`config.mk`:
```
export PLATFORM = sky130hd
export DESIGN_NAME = chop_top
export DESIGN_NICKNAME = d
export VERILOG_FILES = /design/src/rtl/chop_pkg.sv /design/src/rtl/burst_ctrl.sv /design/src/rtl/burst_tally.sv /design/src/rtl/chop_top.sv /design/src/rtl/stream_chop.sv
export SDC_FILE = /design/constraint.sdc
export NUM_CORES = 1
export LEC_CHECK = 0
export BUFFER_PORTS_ARGS = -buffer_cell sky130_fd_sc_hd__buf_2
export CAP_MARGIN = 20
export CORE_MARGIN = 2
export CORE_UTILIZATION = 52
export CTS_CLUSTER_SIZE = 8
export DETAILED_ROUTE_END_ITERATION = 10
export PLACE_DENSITY = 0.86
export SLEW_MARGIN = 30
export SYNTH_ARGS = -nofsm -noshare
export SYNTH_HDL_FRONTEND = slang
export SYNTH_HIERARCHICAL = 1
export SYNTH_SLANG_ARGS = --single-unit
```
`constraint.sdc`:
```
create_clock -name clock -period 2 [get_ports clock]
set_input_delay 0.3 -clock clock [delete_from_list [all_inputs] [get_ports clock]]
set_output_delay 0.3 -clock clock [all_outputs]
set_load 0.005 [all_outputs]
```
`src/rtl/chop_pkg.sv`:
```
`default_nettype none

package chop_pkg;

  // width of one stream beat
  localparam int unsigned DATA_W = 8;

  // longest burst a single command can ask for
  localparam int unsigned MAX_LEN = 64;

  // length and count width, wide enough to hold MAX_LEN itself
  localparam int unsigned LEN_W = $clog2(MAX_LEN + 1);

  // width of the burst byte sum, wraps modulo 2^16
  localparam int unsigned SUM_W = 16;

  // one stream beat, used on both sides of the chop stage
  typedef struct packed {
    // payload byte
    logic [DATA_W-1:0] data;
    // end of frame upstream, end of burst downstream
    logic              last;
  } beat_t;

  // report of one finished burst
  typedef struct packed {
    // number of beats that left on the output
    logic [LEN_W-1:0] beats;
    // sum of the data bytes of those beats
    logic [SUM_W-1:0] sum;
  } burst_status_t;

  // burst controller states
  // IDLE   waiting for a command, commands are taken here only
  // RUN    chop stage enabled, input still open
  // CLOSE  input closed, waiting for the last beat to drain
  typedef enum logic [1:0] {
    IDLE  = 2'd0,
    RUN   = 2'd1,
    CLOSE = 2'd2
  } ctrl_state_e;

endpackage

`default_nettype wire

```
`src/rtl/burst_ctrl.sv`:
```
`timescale 1ns/1ps
`default_nettype none

module burst_ctrl (
  input  wire                         clock,
  input  wire                         arst_n_i,
  // command strobe and length, 0 means MAX_LEN
  input  wire                         cmd_valid_i,
  input  wire [chop_pkg::LEN_W-1:0]   cmd_len_i,
  // end of burst from the tally stage
  input  wire                         done_i,
  // chop stage has taken its last input beat
  input  wire                         final_i,
  // enable and length for the chop stage
  output logic                        active_o,
  output logic [chop_pkg::LEN_W-1:0]  len_o,
  output logic                        busy_o
);

  chop_pkg::ctrl_state_e       state_q;
  chop_pkg::ctrl_state_e       state_d;
  logic [chop_pkg::LEN_W-1:0]  len_q;
  logic                        cmd_take;

  // commands only land while idle, anything else is dropped
  assign cmd_take = cmd_valid_i && (state_q == chop_pkg::IDLE);

  // next state
  always_comb begin
    state_d = state_q;
    case (state_q)
      chop_pkg::IDLE: begin
        if (cmd_take) begin
          state_d = chop_pkg::RUN;
        end
      end
      chop_pkg::RUN: begin
        // input side closed, now wait for the output to drain
        if (final_i) begin
          state_d = chop_pkg::CLOSE;
        end
      end
      chop_pkg::CLOSE: begin
        if (done_i) begin
          state_d = chop_pkg::IDLE;
        end
      end
      default: begin
        state_d = chop_pkg::IDLE;
      end
    endcase
  end

  always_ff @(posedge clock or negedge arst_n_i) begin
    if (!arst_n_i) begin
      state_q <= chop_pkg::IDLE;
    end else begin
      state_q <= state_d;
    end
  end

  // length is latched with the command and held for the whole burst
  always_ff @(posedge clock or negedge arst_n_i) begin
    if (!arst_n_i) begin
      len_q <= (chop_pkg::LEN_W)'(chop_pkg::MAX_LEN);
    end else if (cmd_take) begin
      if (cmd_len_i == '0) begin
        len_q <= (chop_pkg::LEN_W)'(chop_pkg::MAX_LEN);
      end else begin
        len_q <= cmd_len_i;
      end
    end
  end

  // active drops in the done cycle itself so the chop stage clears
  // on the same edge that takes the controller back to idle
  assign active_o = (state_q != chop_pkg::IDLE) && !done_i;

  // busy covers the done cycle too, it falls one edge after active
  assign busy_o = (state_q != chop_pkg::IDLE);

  assign len_o = len_q;

endmodule

`default_nettype wire

```
`src/rtl/burst_tally.sv`:
```
`timescale 1ns/1ps
`default_nettype none

module burst_tally (
  input  wire                       clock,
  input  wire                       arst_n_i,
  // watches the output transfer of the chop stage
  input  wire                       m_valid_i,
  input  wire                       m_ready_i,
  input  wire chop_pkg::beat_t      m_beat_i,
  // end of burst report
  output logic                      done_o,
  output chop_pkg::burst_status_t   status_o
);

  logic [chop_pkg::LEN_W-1:0]  beats_q;
  logic [chop_pkg::SUM_W-1:0]  sum_q;
  logic [chop_pkg::LEN_W-1:0]  beats_nxt;
  logic [chop_pkg::SUM_W-1:0]  sum_nxt;
  logic                        done_q;
  chop_pkg::burst_status_t     status_q;
  logic                        m_take;

  // a beat leaves the chop stage
  assign m_take = m_valid_i && m_ready_i;

  // totals including the current beat
  assign beats_nxt = beats_q + (chop_pkg::LEN_W)'(1);
  // byte sum wraps at SUM_W
  assign sum_nxt   = sum_q + (chop_pkg::SUM_W)'(m_beat_i.data);

  // running count and sum
  // restart from zero after the closing beat of each burst
  always_ff @(posedge clock or negedge arst_n_i) begin
    if (!arst_n_i) begin
      beats_q <= '0;
      sum_q   <= '0;
    end else if (m_take) begin
      if (m_beat_i.last) begin
        beats_q <= '0;
        sum_q   <= '0;
      end else begin
        beats_q <= beats_nxt;
        sum_q   <= sum_nxt;
      end
    end
  end

  // done is a single pulse one edge after the closing transfer
  // status keeps its value until the next done
  always_ff @(posedge clock or negedge arst_n_i) begin
    if (!arst_n_i) begin
      done_q   <= 1'b0;
      status_q <= '0;
    end else begin
      done_q <= m_take && m_beat_i.last;
      if (m_take && m_beat_i.last) begin
        status_q.beats <= beats_nxt;
        status_q.sum   <= sum_nxt;
      end
    end
  end

  assign done_o   = done_q;
  assign status_o = status_q;

endmodule

`default_nettype wire

```
`src/rtl/chop_top.sv`:
```
`timescale 1ns/1ps
`default_nettype none

module chop_top (
  input  wire                         clock,
  input  wire                         arst_n_i,
  // command port
  input  wire                         cmd_valid_i,
  input  wire [chop_pkg::LEN_W-1:0]   cmd_len_i,
  output logic                        busy_o,
  // upstream byte stream
  input  wire                         s_valid_i,
  output logic                        s_ready_o,
  input  wire chop_pkg::beat_t        s_beat_i,
  // chopped output stream
  output logic                        m_valid_o,
  input  wire                         m_ready_i,
  output chop_pkg::beat_t             m_beat_o,
  // burst report
  output logic                        done_o,
  output chop_pkg::burst_status_t     status_o
);

  // controller to chop stage
  logic                        chop_active;
  logic [chop_pkg::LEN_W-1:0]  chop_len;
  // chop stage back to controller
  logic                        chop_final;

  burst_ctrl u_burst_ctrl (
    .clock       (clock),
    .arst_n_i    (arst_n_i),
    .cmd_valid_i (cmd_valid_i),
    .cmd_len_i   (cmd_len_i),
    .done_i      (done_o),
    .final_i     (chop_final),
    .active_o    (chop_active),
    .len_o       (chop_len),
    .busy_o      (busy_o)
  );

  stream_chop u_stream_chop (
    .clock     (clock),
    .arst_n_i  (arst_n_i),
    .active_i  (chop_active),
    .len_i     (chop_len),
    .s_valid_i (s_valid_i),
    .s_ready_o (s_ready_o),
    .s_beat_i  (s_beat_i),
    .m_valid_o (m_valid_o),
    .m_ready_i (m_ready_i),
    .m_beat_o  (m_beat_o),
    .final_o   (chop_final)
  );

  // tally sees the same output transfer as the downstream sink
  burst_tally u_burst_tally (
    .clock     (clock),
    .arst_n_i  (arst_n_i),
    .m_valid_i (m_valid_o),
    .m_ready_i (m_ready_i),
    .m_beat_i  (m_beat_o),
    .done_o    (done_o),
    .status_o  (status_o)
  );

endmodule

`default_nettype wire

```
`src/rtl/stream_chop.sv`:
```
`timescale 1ns/1ps
`default_nettype none

module stream_chop (
  input  wire                         clock,
  input  wire                         arst_n_i,
  // burst enable and length from the controller
  input  wire                         active_i,
  input  wire [chop_pkg::LEN_W-1:0]   len_i,
  // upstream
  input  wire                         s_valid_i,
  output logic                        s_ready_o,
  input  wire chop_pkg::beat_t        s_beat_i,
  // downstream
  output logic                        m_valid_o,
  input  wire                         m_ready_i,
  output chop_pkg::beat_t             m_beat_o,
  // last input beat of the burst has been taken
  output logic                        final_o
);

  // registered handshake flags
  logic                        s_ready_q;
  logic                        m_valid_q;
  logic                        t_valid_q;
  logic                        s_ready_d;
  logic                        m_valid_d;
  logic                        t_valid_d;

  // output register and skid register
  chop_pkg::beat_t             m_beat_q;
  chop_pkg::beat_t             t_beat_q;
  // input beat with its last flag replaced by the chop decision
  chop_pkg::beat_t             s_beat_tag;

  // burst progress
  logic [chop_pkg::LEN_W-1:0]  count_q;
  logic [chop_pkg::LEN_W-1:0]  count_nxt;
  logic                        final_q;
  logic                        tag_last;

  logic                        s_take;
  logic                        m_stall;

  // beat accepted from upstream this cycle
  assign s_take = s_valid_i && s_ready_q;

  // output register full and not leaving
  assign m_stall = m_valid_q && !m_ready_i;

  // beats taken so far including the current one
  assign count_nxt = count_q + (chop_pkg::LEN_W)'(1);

  // burst ends on the len_i-th beat or on an upstream frame end,
  // whichever comes first
  assign tag_last = (count_nxt == len_i) || s_beat_i.last;

  always_comb begin
    s_beat_tag      = s_beat_i;
    s_beat_tag.last = tag_last;
  end

  // beat counter and final flag
  // both clear while the controller holds the stage inactive
  always_ff @(posedge clock or negedge arst_n_i) begin
    if (!arst_n_i) begin
      count_q <= '0;
      final_q <= 1'b0;
    end else if (!active_i) begin
      count_q <= '0;
      final_q <= 1'b0;
    end else if (s_take) begin
      count_q <= count_nxt;
      if (tag_last) begin
        final_q <= 1'b1;
      end
    end
  end

  // skid holds a beat only when one came in while the output stalled,
  // it empties as soon as the output register moves
  always_comb begin
    if (t_valid_q) begin
      t_valid_d = !m_ready_i;
    end else begin
      t_valid_d = s_take && m_stall;
    end
  end

  // output stays full while stalled, otherwise refills from the skid
  // first and then straight from the input
  assign m_valid_d = m_stall || t_valid_q || s_take;

  // ready is registered, so it must already be low once the skid is
  // about to fill, that keeps a third beat out
  // the closing beat also drops ready in the same edge it is taken
  assign s_ready_d = active_i && !final_q && !(s_take && tag_last) && !t_valid_d;

  always_ff @(posedge clock or negedge arst_n_i) begin
    if (!arst_n_i) begin
      s_ready_q <= 1'b0;
      m_valid_q <= 1'b0;
      t_valid_q <= 1'b0;
    end else begin
      s_ready_q <= s_ready_d;
      m_valid_q <= m_valid_d;
      t_valid_q <= t_valid_d;
    end
  end

  // datapath
  // output valid is not tied to active_i, so a beat already in the
  // output register still completes its transfer after the burst ends
  always_ff @(posedge clock) begin
    if (!m_stall) begin
      if (t_valid_q) begin
        m_beat_q <= t_beat_q;
      end else if (s_take) begin
        m_beat_q <= s_beat_tag;
      end
    end
    // park the incoming beat while the output is blocked
    if (s_take && m_stall) begin
      t_beat_q <= s_beat_tag;
    end
  end

  assign s_ready_o = s_ready_q;
  assign m_valid_o = m_valid_q;
  assign m_beat_o  = m_beat_q;
  assign final_o   = final_q;

endmodule

`default_nettype wire

```
# Word level (Yosys, flattened, before mapping)

Cells that the tools add are included.

Input bits: 21
Output and inout port bits: 36
Word-level logic and storage cells: 69
Register bits after elaboration: 85

Equality and inequality tests: 8
Add/sub/neg operators: 3
Multiplexer cells: 15
Bitwise gates (word level): 1
Reductions and logical operators: 26

Operators by type and width:

| operator              | count |
|---|---|
| $mux W7               | 4 |
| $mux W9               | 2 |
| $add A16 B8 Y16       | 1 |
| $mux W16              | 1 |
| $add A7 B1 Y7 const B | 2 |
| $logic_and A1 B1 Y1   | 11 |
| $eq A7 B7 Y1          | 1 |
| $logic_not A7 Y1      | 1 |
| $mux W2               | 3 |
| $ne A2 B1 Y1 const B  | 3 |
| $pmux W2 S3           | 1 |
| $logic_not A1 Y1      | 5 |
| $mux W1               | 4 |
| $ne A2 B2 Y1 const B  | 2 |
| $reduce_and A2 Y1     | 2 |
| $reduce_bool A2 Y1    | 2 |
| $logic_or A1 B1 Y1    | 3 |
| $reduce_and A3 Y1     | 1 |
| $eq A2 B1 Y1 const B  | 1 |
| $eq A2 B2 Y1 const B  | 1 |
| $logic_not A2 Y1      | 1 |
| $not A1 Y1            | 1 |

# Logic depth before layout (Yosys ltp)

Depth after elaboration: 7
Mapped depth: 7

# Modules after synthesis

Netlist, hierarchy kept.

Modules (own cells, without submodules):

| module      | cells an instance | instances | area an instance (um^2) |
|---|---|---|---|
| burst_tally | 284               | 1         | 2590.0 |
| stream_chop | 98                | 1         | 1301.2 |
| burst_ctrl  | 29                | 1         | 374.1 |

# Least setup slack after synthesis

No wires, ideal clock.

Path kind: register to register
From: reg u_stream_chop.m_beat_q, in the netlist u_stream_chop/m_beat_o[1]
To: reg u_burst_tally/sum_q[6] (netlist bit)
Slack: 0.026 ns
Arrival time: 1.906 ns
Buffers on the path: 0
Clock period less this slack: 1.974 ns
Cell stages (with the launch flop): 7
Cell sequence: edfxtp_1 -> ha_1 -> fa_1 -> a211oi_2 -> o21bai_1 -> a2111o_1 -> nand3_1

Longest elaborated chain between the ends: 2

RTL lines:

| item                     | line               | source |
|---|---|---|
| start: declaration       | stream_chop.sv:31  | `chop_pkg::beat_t m_beat_q;` |
| start signal: assignment | stream_chop.sv:117 | `m_beat_q <= t_beat_q;` |
| start signal: assignment | stream_chop.sv:119 | `m_beat_q <= s_beat_tag;` |
| $add A16 B8 Y16          | burst_tally.sv:30  | `assign sum_nxt = sum_q + (chop_pkg::SUM_W)'(m_beat_i.data);` |
| $mux W16                 | burst_tally.sv:39  | `if (m_beat_i.last) begin` |
| end signal: assignment   | burst_tally.sv:44  | `sum_q <= sum_nxt;` |
| end: declaration         | burst_tally.sv:17  | `logic [chop_pkg::SUM_W-1:0] sum_q;` |

No other way between the ends.
A chain may end at the register's enable or synchronous reset.

# Worst setup path in the final report

Same ends and word-level chain as after synthesis.

==> results.cfg <==
[clock_network]
cts_buffers = 9
insertion_delay_ns = 0.36
cts_root_buffer = clkbuf_8
clock-sinks = 85
clockBufferDepth = 2
htree_levels = 3
clk_pin_slew_worst_paths_ns = 0.09
cts_tree = built

[placed_design]
portBuffers = 56
place_area_um2 = 4790
hpwl_um = 6330
gp_congestion = 0.818
dp.cells = 575

[critical_path]
path_delay_family = compound AO/OA/AOI/OAI gates
critPathLaunchType = register
crit_fanout = 4
path_cells = ha_4 -> fa_2 -> a211oi_4 -> o21bai_2 -> a2111o_1 -> nand3_1
cpPeakStageDelay_ns = 0.44
cp-end-kind = register
cp_num_buf_inv = 0
cp_slowest_cell = edfxtp_1
critPathKind = reg -> reg
critical_path_arrival_ns = 2.35
crit_required_ns = 2.30

[logic_synthesis]
async_flop_share_pct = 78.8
synth_compound_area_share_pct = 16.1
yosys-mux-area-fraction_pct = 3.96
yosysWarnings = 6
syn_area_per_cell_um2 = 10.4
synthCells = 411
synth_top_family_by_area = simple AND/OR/NAND/NOR gates
synth.area.top_cells = dfrtp_1 39%, edfxtp_1 13%, nand2_1 4.8%
synth-simple-area-share_pct = 16.8
synth_largest_area_cell = dfrtp_1
synth_edf_count = 18
synth_top_area_share_pct = 38.7
yosysMostFrequentCell = dfrtp_1
synthTopCellsByCount = 66 x dfrtp_1, 54 x nand2_1, 40 x o21ai_0, 28 x nor2_1, 19 x nand3_1
synth_xor_area_share_pct = 5.10
ys_seq_elements = 85
syn-cell-area_um2 = 4270
synth_cell_types = 61
synth_fp_nets = 443
ys_seq_area_share_pct = 52.0
synth_flop_cell = dfrtp_1
synth_adder_area_share_pct = 3.40

[run]
cap_violations = 0

[global_routing]
grt_first_pass_wirelength_um = 16100
grt_usage_pct = 23.4
grt_pass1_vias = 3373
overflow = 0
grt_antenna_before_repair = 0
grt_start_max_net_pins = 68

[sta]
final.min_clock_period_ns = 2.05
setup_ws_ns = -0.0511
hold_viol_final = 0
tightest_slew_ns = 0.486
slew_viol_final = 0
fmax_mhz = 488
rsz0062_at_grt = true
setup_viol = 10
slew_headroom_pct = 67.4
fin_skew_ns = 0.0117
finalCritPeriodShare_pct = 103

[floorplan]
die_area_um2 = 8940
ios = 57
die_w_um = 94.6
start_util_pct = 52.7
row_count = 33
fp.dieH_um = 94.6
core_area_um2 = 8090

[cells_and_area]
stdcell_area_um2 = 5360
multi_input_area_um2 = 2110
fillerInstances = 602
num_antenna_cells = 0
drive_gt1_share_pct = 31.6
utilization_pct = 66.2
area_delta_synth_final_pct = 25.6
register_area_um2 = 2220
nets = 530
finalNonFillerCells = 608

[detailed_routing]
vias = 3631
avgRoutedWirePerCell_um = 17.4
viasPerCell = 5.97
first_pass_iters = 5
wirelength_um = 10600
drt_iter0_drc = 300
drc = 0
ant_nets = 0

[worst_hold_path]
hold_class = in -> reg

[pwr]
p_leak_nw = 2.24
peakVddDrop_uv = 885
p_per_area_nw_per_um2 = 1540

[status]
status = finished with violations
violations = negative setup slack
metal layers:
layer  global-route usage (%)  part of all wire [%]
met5                        0                     0
met4                     10.3                   2.6
met3                     5.67                   6.5
met2                     39.1                    50
met1                     29.0                    41
state kept, by name (all words and copies together) (netlist names):
register,count
u_burst_tally/status_o,23
u_burst_tally/sum_q,16
u_stream_chop/m_beat_o,9
u_stream_chop/t_beat_q,9
u_burst_ctrl/len_o,7
u_burst_tally/beats_q,7
u_stream_chop/count_q,7
u_burst_ctrl/state_q,2
u_burst_tally/done_o,1
u_stream_chop/final_o,1
u_stream_chop/m_valid_o,1
u_stream_chop/s_ready_o,1
u_stream_chop/t_valid_q,1
where the power goes:
group          switching (mW)  internal, mW
logic                    2.13          1.99
registers               0.551          2.35
clock network           0.625         0.607
total                    3.30          4.95
final cells by class:
type,instances,area share [%]
Tap cell,105,2.45
Clock inverter,6,1.14
Inverter,5,0.350
Timing Repair Buffer,96,12.6
Multi-Input combinational cell,301,39.5
Sequential cell,85,41.4
Clock buffer,10,2.57
per-stage QoR:
| step | TNS [ns] | setup slack (ns) | hold slack [ns] | power, mW |
|---|---|---|---|---|
| after detailed placement | -0.667 | -0.109 | 0.350 | 5.98 |
| after CTS | -0.0160 | -0.0135 | 0.118 | 7.59 |
| after global routing | -1.13 | -0.131 | 0.119 | 8.75 |
| after global placement | -0.0304 | -0.0187 | 0.350 | 5.82 |
| final | -0.140 | -0.0511 | 0.125 | 8.25 |
| after floorplan | 0 | 0.0256 | 0.00441 | 4.84 |
final timing paths:
kind                                                     endpoint  slack (ns)                              startpoint  cells past startpoint
max in group asynchronous       u_burst_ctrl/len_o[6]$_DFFE_PN1P_        1.21                                arst_n_i                      3
max                            u_burst_tally/sum_q[6]$_DFFE_PN0P_       -0.05     u_stream_chop/m_beat_o[1]$_DFFE_PP_                      6
min reg2reg                u_burst_tally/status_o[18]$_DFFE_PN0P_        0.48  u_burst_tally/status_o[18]$_DFFE_PN0P_                      2
min                           u_stream_chop/t_beat_q[5]$_DFFE_PP_        0.12                             s_beat_i[5]                      1
min in group asynchronous  u_burst_tally/status_o[11]$_DFFE_PN0P_        0.49                                arst_n_i                      3
max reg2reg                    u_burst_tally/sum_q[6]$_DFFE_PN0P_       -0.05     u_stream_chop/m_beat_o[1]$_DFFE_PP_                      6
timing repair:
item	CTS	global route
resized for setup	15	31
endpoints found under the setup margin	18	21
setup buffers	4	10
cloned	1	1
pin swaps	4	22
hold buffers	1	0
hold endpoints to repair	66	0
logic make-up after synthesis:
kind of cell    Yosys count
fa+ha+maj                11
buf+inv                  25
compound gates          105
mux                      15
xor+xnor                 24
simple gates            146
flops                    85
placed cells by master (no fill, tap or decap), drive strengths merged, types with 2 or more instances in the layout:
cell type / netlist / final
a2111oi: 2 / 2
a211oi: 2 / 2
a21o: 3 / 3
a21oi: 16 / 16
a31oi: 9 / 9
a32oi: 3 / 3
and3: 3 / 3
buf: 7 / 94
clkbuf: 13 / 11
clkinv: 2 / 4
clkinvlp: 0 / 2
dfrtp: 66 / 66
edfxtp: 18 / 18
ha: 10 / 10
inv: 3 / 4
mux2: 15 / 15
nand2: 54 / 54
nand2b: 3 / 3
nand3: 20 / 20
nand4: 3 / 3
nor2: 28 / 28
nor3: 8 / 8
nor3b: 2 / 2
nor4: 3 / 3
o211ai: 4 / 4
o21a: 3 / 3
o21ai: 40 / 40
o311ai: 5 / 5
o31ai: 13 / 13
or2: 3 / 3
or3: 6 / 6
or4: 7 / 7
xnor2: 16 / 16
xor2: 8 / 8
Power figures use the tool's default switching activity.
